<file path="src/fetch_cfg.svh">
/*
  fetch cache configuration
  tag, index and word PC widths shared by the package, the RTL and the testbench
*/

`ifndef FETCH_CFG_SVH
`define FETCH_CFG_SVH

// tag bits of the word PC
`define ICACHE_TAG_W 14

// index bits, 2**ICACHE_INDEX_W entries
`define ICACHE_INDEX_W 8

// word PC is tag plus index
`define FETCH_PC_W (`ICACHE_TAG_W + `ICACHE_INDEX_W)

`endif
</file>
<file path="src/fetch_pkg.sv">
/*
  fetch package
  RV32 instruction constants, immediate widths, immediate extraction
  and the stored cache entry format
*/

`include "fetch_cfg.svh"

package fetch_pkg;

  localparam int instr_w = 32;

  // major opcodes, instr[6:0]
  localparam logic [6:0] op_branch = 7'b1100011;
  localparam logic [6:0] op_jal    = 7'b1101111;
  localparam logic [6:0] op_jalr   = 7'b1100111;

  // immediate widths without bit 0, low adders are one bit wider
  localparam int bimm_w = 12;
  localparam int jimm_w = 20;

  // one cache entry, instr carries the injected target low bits
  typedef struct packed {
    logic                     lower_sign;
    logic                     lower_cout;
    logic [`ICACHE_TAG_W-1:0] tag;
    logic [instr_w-1:0]       instr;
  } icache_entry_t;

  // 13-bit byte offset of a B-type word
  function automatic logic [bimm_w:0] bimm13_extract(input logic [instr_w-1:0] instr);
    return {instr[31], instr[7], instr[30:25], instr[11:8], 1'b0};
  endfunction

  // 21-bit byte offset of a J-type word
  function automatic logic [jimm_w:0] jimm21_extract(input logic [instr_w-1:0] instr);
    return {instr[31], instr[19:12], instr[20], instr[30:21], 1'b0};
  endfunction

endpackage

</file>
<file path="src/icache_predecode.sv">
/*
  icache fill-side predecoder
  adds branch and JAL immediates to the low bits of the fill PC and
  writes the sum back into the word, with sign and carry kept beside it
*/

`timescale 1ns/1ns

`include "fetch_cfg.svh"

module icache_predecode (
  input  logic                           fill_en_i,
  input  logic [`ICACHE_INDEX_W-1:0]     fill_index_i,
  input  logic [`ICACHE_TAG_W-1:0]       fill_tag_i,
  input  logic [fetch_pkg::instr_w-1:0]  fill_instr_i,
  output logic                           wr_en_o,
  output logic [`ICACHE_INDEX_W-1:0]     wr_index_o,
  output fetch_pkg::icache_entry_t       wr_entry_o
);

  import fetch_pkg::*;

  logic                  is_branch;
  logic                  is_jal;
  logic [`FETCH_PC_W+1:0] fill_pc_byte;
  logic [bimm_w:0]       b_imm;
  logic [bimm_w:0]       b_pc_low;
  logic [bimm_w:0]       b_sum;
  logic                  b_cout;
  logic [jimm_w:0]       j_imm;
  logic [jimm_w:0]       j_pc_low;
  logic [jimm_w:0]       j_sum;
  logic                  j_cout;
  logic [instr_w-1:0]    injected;
  logic                  imm_sign;
  logic                  low_cout;

  assign is_branch = (fill_instr_i[6:0] == op_branch);
  assign is_jal    = (fill_instr_i[6:0] == op_jal);

  // ------------------------------------------------------------
  // low-part adders on the byte PC
  // ------------------------------------------------------------
  assign fill_pc_byte = {fill_tag_i, fill_index_i, 2'b00};

  assign b_imm    = bimm13_extract(fill_instr_i);
  assign b_pc_low = fill_pc_byte[bimm_w:0];
  assign {b_cout, b_sum} = {1'b0, b_imm} + {1'b0, b_pc_low};

  assign j_imm    = jimm21_extract(fill_instr_i);
  assign j_pc_low = fill_pc_byte[jimm_w:0];
  assign {j_cout, j_sum} = {1'b0, j_imm} + {1'b0, j_pc_low};

  // sum bit 0 is always zero, so only bits above it go back in
  always_comb begin
    injected = fill_instr_i;
    if (is_branch) begin
      injected[31]    = b_sum[12];
      injected[7]     = b_sum[11];
      injected[30:25] = b_sum[10:5];
      injected[11:8]  = b_sum[4:1];
    end else if (is_jal) begin
      injected[31]    = j_sum[20];
      injected[19:12] = j_sum[19:12];
      injected[20]    = j_sum[11];
      injected[30:21] = j_sum[10:1];
    end
  end

  // high-part fix-up bits, zero for everything else
  assign imm_sign = is_branch ? b_imm[bimm_w] : (is_jal & j_imm[jimm_w]);
  assign low_cout = is_branch ? b_cout : (is_jal & j_cout);

  assign wr_en_o    = fill_en_i;
  assign wr_index_o = fill_index_i;
  assign wr_entry_o = '{lower_sign: imm_sign,
                        lower_cout: low_cout,
                        tag:        fill_tag_i,
                        instr:      injected};

endmodule

</file>
<file path="config.mk">
export PLATFORM = sky130hd
export DESIGN_NAME = icache_predecode
export DESIGN_NICKNAME = d
export VERILOG_FILES = /design/src/fetch_pkg.sv /design/src/icache_predecode.sv
export VERILOG_INCLUDE_DIRS = /design/src
export SDC_FILE = /design/constraint.sdc
export NUM_CORES = 1
export LEC_CHECK = 0
export BUFFER_PORTS_ARGS = -buffer_cell sky130_fd_sc_hd__buf_2
export CAP_MARGIN = 30
export CORE_MARGIN = 2
export CORE_UTILIZATION = 35
export DETAILED_ROUTE_END_ITERATION = 8
export MAX_ROUTING_LAYER = met4
export PLACE_DENSITY = 0.76
export SETUP_SLACK_MARGIN = 0.15
export SYNTH_ARGS = -nofsm -noshare
export SYNTH_HDL_FRONTEND = slang
export SYNTH_SLANG_ARGS = --single-unit
export TNS_END_PERCENT = 10
</file>
<file path="constraint.sdc">
create_clock -name vclk -period 2
set_input_delay 0.2 -clock vclk [all_inputs]
set_output_delay 0.2 -clock vclk [all_outputs]
set_load 0.02 [all_outputs]
</file>
==> results.md <==
- The boundary pin count is 112.
- Of all cell types, the one taking the most synthesized area is sky130_fd_sc_hd__ha_1.
- The max-slew violation count is 0.
- The endpoint class of the critical path is an output pin.
- The total count of hold-check failures in the final report was 0.
- The highest achievable clock rate is 0.450 GHz.
- The static leakage power is 0.00151 µW.
- The fraction of the mapped netlist area in compound gates is 35.5%.
- The type of origin of the critical path is an input pin.
- The global-route wire length before repair is 10000 µm.
- After synthesis, the cell types taking the most area are sky130_fd_sc_hd__ha_1 (15%), sky130_fd_sc_hd__buf_4 (13%), sky130_fd_sc_hd__nand2_1 (6.5%), sky130_fd_sc_hd__a21oi_1 (5.9%), sky130_fd_sc_hd__o21ai_0 (5.9%).
- After synthesis, flip-flops and latches occupy 0% of the total area.
- Setup repair after global routing could not meet its margin everywhere.
- The area of the core region is 5440 µm².
- The total overflow left after global routing is 0.
- In this run the tightest slew margin relative to its limit is 73.8%.
- The detailed router used layers up to and including met3.
- Summed over all nets, the half-perimeter wirelength after detailed placement is 5350 µm.
- The most critical setup path has its endpoint at wr_entry_o[31].
- The count of max-cap constraint violations is 0.
- The repair_antennas step left the layout with diodes totalling 0.
- The row count is 27.
- In this run the tool buffered the top-level ports with 100 buffer cells.
- After layout, the worst path uses 111% of the clock period.
- Wires add up to 6310 µm.
- For the pin with the worst max-slew slack, the measured transition is 0.388 ns.
- Setup violations remaining at the end of the flow were counted as 16.
- The sequential cell count of the final layout is 0.
- The initial antenna violation count is 0.
- The via density per instance is 5.28.
- Cells fill 54.7% of the core in the end.
- The worst hold path begins at fill_tag_i[11].
- The length of routed wiring on met1 is 2940 µm.
- The average wire length per cell after detail routing is 13.2 µm.
- The share of Yosys cell area claimed by the top area cell type is 15.4%.
- Relative to the synthesized area, the layout overhead comes to 52.5%.
- The synthesized netlist net count is 366.
- The number of nets in the final layout is 489.
- The flow ran to the end, but the final reports show violations.
- The synthesized netlist devotes 4.94% of its cell area to XOR and XNOR gates.
- Each instance of the synthesized netlist takes up on average 6.84 µm².
- The peak fanout along the critical path is 3.
- Synthesis instantiated 54 different standard cells from the library.
- The total via count after detailed routing is 2522.
- The iteration count of the initial detailed-routing pass is 4.
- Cells with a size suffix above 1 make up 51.0% of the layout.
- After Yosys synthesis, and, or, nand and nor cells account for 22.1% of the synthesized area.
- The number of clock buffers in the layout is 0.
- The mux cell area share after synthesis is 2.69%.
- The peak supply drop is 0.113 mV.
- The data arrival time of the critical path is 2.02 ns.
- The worst setup path startpoint is fill_index_i[0].
- The detailed router finished its first iteration with 112 violations.
- In the post-route analysis, the smallest setup slack over all paths is -0.221 ns.
- The die extent in x is 78.7 µm.
- The main combinational cell family by area after synthesis is compound AO/OA/AOI/OAI gates.
- The class of the most critical setup path is in2out.
- The number of global-route vias before repair came to 2298.
- Dividing total power by cell area gives a power density of 287 nW/µm².
- The storage element area is 0 µm².
- STA puts the critical path data required time at 1.80 ns.
- The die is 78.7 µm tall.
- The largest net degree at the start of global routing is 15.
- In this run the worst hold path is classified as in2out.
- The routed design uses 359 µm of met3 wire.
- Routability-driven placement finished with a final weighted congestion of 0.913.
- The effective utilization at floorplan is 35.9%.
- Counting every instance in the synthesized netlist gives 285.
- The total track usage is 19.6%.
- The floorplan step defined a die boundary enclosing 6190 µm².
- The commonest cells after synthesis are sky130_fd_sc_hd__buf_4 (34), sky130_fd_sc_hd__nand2_1 (34), sky130_fd_sc_hd__ha_1 (24).
- The clock period minus final worst setup slack is 2.22 ns.
- After synthesis the cells add up to 1950 µm².
- In the routed design, unresolved DRC markers number 0.
- The final reports fail on setup timing.
- On the final layout, the worst hold slack is 0.400 ns.
- The detail route stage leaves a number of antenna-violating nets equal to 0.
- The detailed-routed wire length on met2 is 3010 µm.
- The layout has 536 filler cells.
- After Yosys synthesis, full adders, half adders and majority gates account for 17.4% of the synthesized area.
- The number of warnings issued by yosys is 0.
- The hold buffer count at CTS is 0.
[cells in the final DEF (no fill, tap or decap), types with 4 or more instances in the layout]
| cell | instances |
|---|---|
| sky130_fd_sc_hd__o21ai_2 | 5 |
| sky130_fd_sc_hd__ha_4 | 6 |
| sky130_fd_sc_hd__a21oi_1 | 20 |
| sky130_fd_sc_hd__nand4_1 | 5 |
| sky130_fd_sc_hd__buf_4 | 73 |
| sky130_fd_sc_hd__and3_1 | 4 |
| sky130_fd_sc_hd__inv_1 | 6 |
| sky130_fd_sc_hd__ha_1 | 15 |
| sky130_fd_sc_hd__nand2_1 | 34 |
| sky130_fd_sc_hd__buf_2 | 89 |
| sky130_fd_sc_hd__a21o_1 | 10 |
| sky130_fd_sc_hd__nor2_1 | 17 |
| sky130_fd_sc_hd__xnor2_1 | 7 |
| sky130_fd_sc_hd__nor3_1 | 4 |
| sky130_fd_sc_hd__xor2_1 | 4 |
| sky130_fd_sc_hd__nand3_1 | 6 |
| sky130_fd_sc_hd__o22ai_1 | 7 |
| sky130_fd_sc_hd__o211ai_1 | 4 |
| sky130_fd_sc_hd__o21ai_0 | 16 |
[metal layers]
metal	vias to the layer above	track usage [%]
met2	87	34.6
met4	0	0.526
li1	1273	-
met1	1162	26.4
met3	0	0.345
met5	-	-
[area by class of cell]
class,instances,area [µm²],area share [%]
well taps,72,90.1,3.03
repair buffers,166,1040,35.0
multi-input cells,233,1820,61.1
inverters,7,26.3,0.883
[critical path, stage by stage]
cell	delay, ns
sky130_fd_sc_hd__buf_8	0.11
sky130_fd_sc_hd__ha_4	0.15
sky130_fd_sc_hd__fa_2	0.33
sky130_fd_sc_hd__a21o_1	0.19
sky130_fd_sc_hd__a221oi_2	0.31
sky130_fd_sc_hd__buf_4	0.20
sky130_fd_sc_hd__o21ai_2	0.06
sky130_fd_sc_hd__xnor2_1	0.12
sky130_fd_sc_hd__o211ai_1	0.17
sky130_fd_sc_hd__buf_4	0.17
[kinds of logic (layout without fill, tap and decap cells)]
| group | Yosys count | in the layout |
|---|---|---|
| xor gates and xnor gates | 11 | 11 |
| muxes | 5 | 5 |
| adders and majority gates | 26 | 26 |
| buffers and inverters | 52 | 173 |
| and+or+nand+nor | 89 | 89 |
| AOI/OAI and AO/OA | 102 | 102 |
[worst min-delay path by stage]
stage,end,slack [ns],cells after the start
2_1_floorplan,wr_en_o,0.51,1
3_3_place_gp,wr_entry_o[8],0.40,0
3_5_place_dp,wr_entry_o[8],0.40,0
4_1_cts,wr_entry_o[8],0.40,0
5_1_grt,wr_entry_o[43],0.40,0
6_report,wr_entry_o[43],0.40,0
[through the flow]
| stage | setup TNS [ns] | total power (µW) | cell area [µm²] | instances | setup WS (ns) |
|---|---|---|---|---|---|
| floorplan | -0.117 | 545 | 2090 | 285 | -0.0347 |
| global placement | -3.28 | 801 | 2850 | 476 | -0.347 |
| detailed placement | -3.89 | 815 | 2850 | 476 | -0.390 |
| CTS | -2.26 | 845 | 2940 | 478 | -0.228 |
| global route | -3.35 | 929 | 2980 | 478 | -0.277 |
| finish | -1.95 | 854 | 2980 | 478 | -0.221 |
[timing repair]
item / 4_1_cts / 5_1_grt
setup buffers: 2 / 0
endpoints found under the setup margin: 17 / 18
hold endpoints to repair: 0 / 0
pin swaps: 14 / 14
gates resized for setup: 20 / 14
cloned: 0 / 0
[power breakdown]
| group | internal (µW) | switching, µW |
|---|---|---|
| logic | 419 | 436 |
| clock network | 0 | 0 |
| registers | 0 | 0 |
| total | 419 | 436 |
Note: power is estimated with default switching activity, not from simulation.
