--- config.mk ---
export PLATFORM = sky130hd
export DESIGN_NAME = target_resolve
export DESIGN_NICKNAME = d
export VERILOG_FILES = /design/src/fetch_pkg.sv /design/src/target_resolve.sv
export VERILOG_INCLUDE_DIRS = /design/src
export SDC_FILE = /design/constraint.sdc
export NUM_CORES = 1
export LEC_CHECK = 0
export BUFFER_PORTS_ARGS = -buffer_cell sky130_fd_sc_hd__buf_2
export CAP_MARGIN = 20
export CORE_UTILIZATION = 30
export DETAILED_ROUTE_END_ITERATION = 8
export GPL_TIMING_DRIVEN = 1
export PLACE_DENSITY = 0.82
export SYNTH_ARGS = -nofsm -noshare
export SYNTH_HDL_FRONTEND = slang
export SYNTH_SLANG_ARGS = --single-unit
--- constraint.sdc ---
create_clock -name vclk -period 1.9
set_input_delay 0.19 -clock vclk [all_inputs]
set_output_delay 0.19 -clock vclk [all_outputs]
set_load 0.03 [all_outputs]
--- src/fetch_cfg.svh ---
/*
  fetch cache configuration
  tag, index and word PC widths shared by the package, the RTL and the testbench
*/

`ifndef FETCH_CFG_SVH
`define FETCH_CFG_SVH

// tag bits of the word PC
`define ICACHE_TAG_W 14

// index bits, 2**ICACHE_INDEX_W entries
`define ICACHE_INDEX_W 8

// word PC is tag plus index
`define FETCH_PC_W (`ICACHE_TAG_W + `ICACHE_INDEX_W)

`endif
--- src/fetch_pkg.sv ---
/*
  fetch package
  RV32 instruction constants, immediate widths, immediate extraction
  and the stored cache entry format
*/

`include "fetch_cfg.svh"

package fetch_pkg;

  localparam int instr_w = 32;

  // major opcodes, instr[6:0]
  localparam logic [6:0] op_branch = 7'b1100011;
  localparam logic [6:0] op_jal    = 7'b1101111;
  localparam logic [6:0] op_jalr   = 7'b1100111;

  // immediate widths without bit 0, low adders are one bit wider
  localparam int bimm_w = 12;
  localparam int jimm_w = 20;

  // one cache entry, instr carries the injected target low bits
  typedef struct packed {
    logic                     lower_sign;
    logic                     lower_cout;
    logic [`ICACHE_TAG_W-1:0] tag;
    logic [instr_w-1:0]       instr;
  } icache_entry_t;

  // 13-bit byte offset of a B-type word
  function automatic logic [bimm_w:0] bimm13_extract(input logic [instr_w-1:0] instr);
    return {instr[31], instr[7], instr[30:25], instr[11:8], 1'b0};
  endfunction

  // 21-bit byte offset of a J-type word
  function automatic logic [jimm_w:0] jimm21_extract(input logic [instr_w-1:0] instr);
    return {instr[31], instr[19:12], instr[20], instr[30:21], 1'b0};
  endfunction

endpackage

--- src/target_resolve.sv ---
/*
  jump target resolver
  rebuilds the full word target from the stored low bits and the
  registered PC, and flags a tag miss
*/

`timescale 1ns/1ns

`include "fetch_cfg.svh"

module target_resolve (
  input  fetch_pkg::icache_entry_t     held_entry_i,
  input  logic [`FETCH_PC_W-1:0]       pc_r_i,
  input  logic [`FETCH_PC_W-1:0]       jalr_pred_i,
  output logic [`FETCH_PC_W-1:0]       target_o,
  output logic                         miss_o
);

  import fetch_pkg::*;

  localparam int pc_byte_w = `FETCH_PC_W + 2;
  localparam int b_low_w   = bimm_w + 1;
  localparam int j_low_w   = jimm_w + 1;
  localparam int b_high_w  = pc_byte_w - b_low_w;
  localparam int j_high_w  = pc_byte_w - j_low_w;

  logic                 sel_n1;
  logic                 sel_0;
  logic                 sel_p1;
  logic [b_high_w-1:0]  b_high;
  logic [b_high_w-1:0]  b_high_n1;
  logic [b_high_w-1:0]  b_high_p1;
  logic [b_high_w-1:0]  b_high_out;
  logic [j_high_w-1:0]  j_high;
  logic [j_high_w-1:0]  j_high_n1;
  logic [j_high_w-1:0]  j_high_p1;
  logic [j_high_w-1:0]  j_high_out;
  logic [pc_byte_w-1:0] b_target;
  logic [pc_byte_w-1:0] j_target;
  logic                 is_jal;
  logic                 is_jalr;

  // ------------------------------------------------------------
  // high-part select from sign and carry
  // ------------------------------------------------------------
  // equal bits leave the high part alone
  assign sel_0  = ~(held_entry_i.lower_sign ^ held_entry_i.lower_cout);
  assign sel_p1 = ~held_entry_i.lower_sign & held_entry_i.lower_cout;
  assign sel_n1 = held_entry_i.lower_sign & ~held_entry_i.lower_cout;

  // byte PC is {pc_r, 2'b00}, so shift the slice down by two
  assign b_high    = pc_r_i[(b_low_w-2) +: b_high_w];
  assign b_high_n1 = b_high - 1'b1;
  assign b_high_p1 = b_high + 1'b1;
  assign b_high_out = ({b_high_w{sel_n1}} & b_high_n1) |
                      ({b_high_w{sel_0}}  & b_high)    |
                      ({b_high_w{sel_p1}} & b_high_p1);

  assign j_high    = pc_r_i[(j_low_w-2) +: j_high_w];
  assign j_high_n1 = j_high - 1'b1;
  assign j_high_p1 = j_high + 1'b1;
  assign j_high_out = ({j_high_w{sel_n1}} & j_high_n1) |
                      ({j_high_w{sel_0}}  & j_high)    |
                      ({j_high_w{sel_p1}} & j_high_p1);

  // byte targets, low parts already summed at fill time
  assign b_target = {b_high_out, bimm13_extract(held_entry_i.instr)};
  assign j_target = {j_high_out, jimm21_extract(held_entry_i.instr)};

  assign is_jal  = (held_entry_i.instr[6:0] == op_jal);
  assign is_jalr = (held_entry_i.instr[6:0] == op_jalr);

  // word address out
  assign target_o = is_jal  ? j_target[2 +: `FETCH_PC_W] :
                    is_jalr ? jalr_pred_i :
                              b_target[2 +: `FETCH_PC_W];

  assign miss_o = (held_entry_i.tag != pc_r_i[`ICACHE_INDEX_W +: `ICACHE_TAG_W]);

endmodule

==> flow_metrics.tcl, run 1 <==
set metrics [dict create \
    status "complete, but fails checks" \
    failed_checks "setup timing" \
    critPathArrivalTime_ps 1860 \
    post_drt_wl_per_cell_um 12.9 \
    nets 403 \
    dr.pass1.iters 4 \
    p_seq_share_pct 0 \
    setup.worst_path.end_class "primary output" \
    crit_type "input port to primary output" \
    antenna_found_initial 0 \
    hold_class "input port to primary output" \
    power.total_mw 0.524 \
    crit_path_max_fanout 3 \
    min_from "jalr_pred_i[21]" \
    rows 22 \
    min_period_over_period_pct 108 \
    nClkBuffers 0 \
    ys_warn_count 0 \
    place_congestion 0.892 \
    fin_util_pct 57.0 \
    num_vias 1845 \
    period_needed_ps 2050 \
    drc_errors 0 \
    avgSynthCellArea_um2 6.76 \
    p_sw_mw 0.278 \
    dieHeight_um 65.9 \
    setup_viol 4 \
    netlist_area_mm2 0.00122 \
    core_area_mm2 0.00380 \
    maxSlewHeadroom_pct 71.0 \
    die_w_um 65.9 \
    drtIter0Drc 32 \
    seq_area_frac_synth_pct 0 \
    hold_viol 0 \
    dp.cells 346 \
    syn_to_final_growth_pct 77.1 \
    path_buf_inv 4 \
    grt_max_degree 15 \
    whs_path_depth 3 \
    synth_top_area_cell "mux2i_1" \
    portBuffers 105 \
    critPathSlowestCell "or4b_4" \
    layout_setup_ws_ps -151 \
    drive_above_1_share_pct 57.8 \
    power_leakage_nw 1.07 \
    synth.distinct_cells 46 \
    cts_hold_buf 0 \
    die_area_mm2 0.00434 \
    crit_top_cell "buf_6" \
    whs_ps 735 \
    postRouteWirelength_um 4540 \
    rsz0062_at_grt "true" \
    clkPwrFrac_pct 0 \
    maxCapViolations 0 \
    grt_pass1_vias 1714 \
    critPathLaunchType "input port" \
    p_per_area_mw_per_mm2 242 \
    synth_common_cells "a21oi_1, inv_1, mux2i_1, nor2_1, xor2_1" \
    register_area_um2 0 \
    worst_slew_pin_slew_ps 434 \
    num_antenna_cells 0 \
    peakVddDrop_uv 150 \
    grt_util_all_layers_pct 20.2 \
    seq_cells 0 \
    netlist_top_cells_area "mux2i_1, xor2_1, mux2_2" \
    pin_count 115 \
    initial_core_util_pct 32.2 \
    power_switching_share_pct 53.1 \
    crit_chain "buf_8 > inv_4 > ha_4 > or4b_4 > buf_6 > nor2_4 > o2bb2ai_2 > mux2i_1 > o32a_1 > buf_6" \
    synth_top_area_share_pct 11.5 \
    grt_first_pass_wirelength_um 7140 \
    place_hpwl_um 3680 \
    ant_nets 0 \
    min_to "target_o[21]" \
    p_comb_share_pct 100.0 \
    synthCells 181 \
    max_freq_mhz 488 \
    critPathMaxStageDelay_ps 510 \
    avgViaCountPerCell 5.26 \
    maxSlewViolCount 0 \
    cp_top_family "simple AND/OR/NAND/NOR gates" \
    crit_required_ps 1710 \
    syn-num-nets 279 \
    finalNonFillerCells 351 \
    gr-total-overflow 0 \
    power.internal_mw 0.246 \
]
cells by family after synthesis:
family / synth area share [%]
and+or+nand+nor: 23.8
AOI/OAI and AO/OA: 28.5
buffers and inverters: 10.0
muxes: 17.9
xor gates and xnor gates: 13.6
adders and majority gates: 6.13
how the worst max path moves through the flow:
stage               startpoint            to  slack (ps)  depth (start not counted)
finish              pc_r_i[12]  target_o[21]        -150                         10
floorplan           pc_r_i[12]  target_o[19]        -130                          8
CTS                 pc_r_i[12]  target_o[21]        -120                         10
global route        pc_r_i[12]  target_o[21]        -230                         10
global placement    pc_r_i[12]  target_o[17]        -170                          9
detailed placement  pc_r_i[12]  target_o[17]        -220                          9
through the flow:
stage	area, µm²	setup TNS (ps)	setup WS (ps)
6_report	2170	-361	-151
5_1_grt	2170	-689	-229
4_1_cts	2090	-293	-122
3_5_place_dp	2000	-608	-222
3_3_place_gp	2000	-445	-173
2_1_floorplan	1310	-151	-128
per-layer routing:
| layer | routed length [µm] | GRT usage [%] |
|---|---|---|
| met5 | 0 | 0 |
| met4 | 27 | 1.90 |
| met3 | 261 | 1.90 |
| met2 | 2490 | 41.5 |
| met1 | 1760 | 22.5 |
area by class of cell:
cell class                 count  area [µm²]
inverter                      14        61.3
fill                         375        1630
multi-input combinational    153        1230
timing repair buffer         136         815
tap                           48        60.1
placed cells by master (no fill, tap or decap), types with 2 or more instances in the layout:
| cell type | n |
|---|---|
| nor4_1 | 2 |
| a22oi_1 | 4 |
| buf_6 | 7 |
| a21oi_2 | 7 |
| xor2_1 | 13 |
| nand4_1 | 3 |
| nor4_2 | 2 |
| o21ai_0 | 10 |
| nor3_1 | 5 |
| nor2_1 | 13 |
| mux2_2 | 7 |
| a21oi_1 | 7 |
| ha_1 | 3 |
| a211o_1 | 2 |
| inv_4 | 2 |
| buf_4 | 31 |
| inv_1 | 11 |
| nand2_1 | 10 |
| buf_2 | 96 |
| nand3_1 | 7 |
| mux2i_1 | 13 |
| ha_4 | 2 |
| xnor2_1 | 6 |
| a31oi_1 | 2 |
what timing repair did:
action                                  in CTS  in global routing
resized for setup                           18                 17
buffers inserted                             3                  2
pin swaps                                    6                  2
hold endpoints to repair                     0                  0
endpoints found under the setup margin       6                  8
power by group through the flow:
stage	combinational [mW]	clock, mW	sequential (mW)
floorplan	0.295	0	0
global placement	0.474	0	0
detailed placement	0.482	0	0
CTS	0.505	0	0
global route	0.568	0	0
finish	0.524	0	0
No activity file was read; power rests on OpenSTA's default activity.
==> inputs of run 2 (changes only) <==
--- a/config.mk
+++ b/config.mk
@@ -11,7 +11,7 @@
 export CORE_UTILIZATION = 30
 export DETAILED_ROUTE_END_ITERATION = 8
 export GPL_TIMING_DRIVEN = 1
-export PLACE_DENSITY = 0.82
+export PLACE_DENSITY = 0.8
 export SYNTH_ARGS = -nofsm -noshare
 export SYNTH_HDL_FRONTEND = slang
 export SYNTH_SLANG_ARGS = --single-unit
==> constraint.sdc (replaced) <==
create_clock -name vclk -period 2.2
set_input_delay 0.22 -clock vclk [all_inputs]
set_output_delay 0.22 -clock vclk [all_outputs]
set_load 0.03 [all_outputs]
==> run 2 against run 1 <==
Against the previous run:
- the flow now finishes without violations
- die area unchanged
- flip-flop and latch count unchanged
- worst hold slack improved by 49 ps
- critical endpoint unchanged
==> flow_metrics.tcl, run 2 (synthesis gave the netlist of run 1 again) <==
set metrics [dict create \
    crit_path_max_fanout 4 \
    fillerInstances 400 \
    die_w_um 65.9 \
    cts_hold_buf 0 \
    grt_util_all_layers_pct 17.9 \
    fin_util_pct 49.9 \
    ant_nets 0 \
    seq_cells 0 \
    max_freq_mhz 471 \
    grt_first_pass_wirelength_um 6320 \
    worst_slew_pin_slew_ps 381 \
    core_area_mm2 0.00380 \
    syn_to_final_growth_pct 54.9 \
    critPathLaunchType "input port" \
    power.total_mw 0.398 \
    p_per_area_mw_per_mm2 210 \
    whs_path_depth 3 \
    dieHeight_um 65.9 \
    dr.pass1.iters 4 \
    final_cell_mix "buf_2, inv_1, a21oi_1, mux2i_1" \
    layout_commonest_cell "buf_2" \
    status "finished, final reports clean" \
    gr-total-overflow 0 \
    post_drt_wl_per_cell_um 12.4 \
    period_needed_ps 2120 \
    peakVddDrop_uv 143 \
    grt_max_degree 24 \
    hold_viol 0 \
    maxCapViolations 0 \
    setup.worst_path.end_class "primary output" \
    rows 22 \
    crit_type "input port to primary output" \
    portBuffers 105 \
    num_vias 1712 \
    wirelength_met1_um 1760 \
    nClkBuffers 0 \
    antenna_found_initial 0 \
    num_antenna_cells 0 \
    drive_above_1_share_pct 47.4 \
    routed-wl-met3_um 252 \
    met2_length_um 2100 \
    drtIter0Drc 55 \
    place_congestion 0.861 \
    register_area_um2 0 \
    hold_class "input port to primary output" \
    min_period_over_period_pct 96.5 \
    postRouteWirelength_um 4110 \
    initial_core_util_pct 32.2 \
    grt_pass1_vias 1481 \
    pin_count 115 \
    maxSlewHeadroom_pct 74.6 \
    crit_required_ps 1980 \
    avgViaCountPerCell 5.14 \
    drc_errors 0 \
    critPathArrivalTime_ps 1900 \
    maxSlewViolCount 0 \
    nets 385 \
    top_layer_used "met3" \
    power_leakage_nw 0.964 \
    place_hpwl_um 3460 \
    die_area_mm2 0.00434 \
    setup_viol 0 \
]
-- run 2: cell count changes in the layout (fill, tap and decap cells not counted), moves of 2 or more --
cell | previous run | this run
buf_4 | 31 | 13
a21oi_1 | 7 | 14
a21oi_2 | 7 | 0
buf_2 | 96 | 102
buf_6 | 7 | 2
inv_1 | 11 | 14
ha_1 | 3 | 5
ha_4 | 2 | 0
inv_4 | 2 | 0
nor4_1 | 2 | 4
nor4_2 | 2 | 0
-- run 2: worst paths after layout --
path,startpoint,end,slack (ps)
max,pc_r_i[12],target_o[21],80
min,jalr_pred_i[21],target_o[21],780
-- run 2: report_power, final --
group / leakage (nW) / total [mW] / switching [mW] / internal, mW
Clock: 0 / 0 / 0 / 0
Combinational: 0.964 / 0.398 / 0.221 / 0.177
Sequential: 0 / 0 / 0 / 0
Total: 0.964 / 0.398 / 0.221 / 0.177
-- run 2: worst max-delay path: stages --
cell	delay, ps
buf_2	100
inv_1	50
ha_2	190
or4b_4	530
nor2_4	150
o2bb2ai_2	120
mux2i_1	90
o32a_1	300
buf_6	140
-- run 2: through the flow --
step	hold slack [ps]	std cells	setup TNS, ps	area (µm²)	worst slack [ps]
2_1_floorplan	652	181	0	1230	72.5
3_3_place_gp	813	332	0	1850	42.3
3_5_place_dp	816	332	0	1850	22.8
4_1_cts	820	332	0	1850	24.0
5_1_grt	798	333	-1.77	1900	-1.77
6_report	784	333	0	1900	75.9
-- run 2: routing by layer --
layer / vias up / global-route usage (%)
met5: - / 0
li1: 874 / -
met2: 66 / 35.3
met4: 0 / 0.815
met3: 0 / 0.862
met1: 772 / 21.8
-- run 2: repair_timing --
item / in CTS / in global routing
endpoints found under the hold margin: 0 / 0
gates resized for setup: 0 / 15
buffers inserted: 0 / 1
setup endpoints to repair: 0 / 3
-- run 2: cell type report --
class	instances	area, µm²	share of cell area [%]
multi-input combinational	153	1130	59.7
tap	48	60.1	3.17
timing repair buffer	118	651	34.3
inverter	14	52.6	2.77
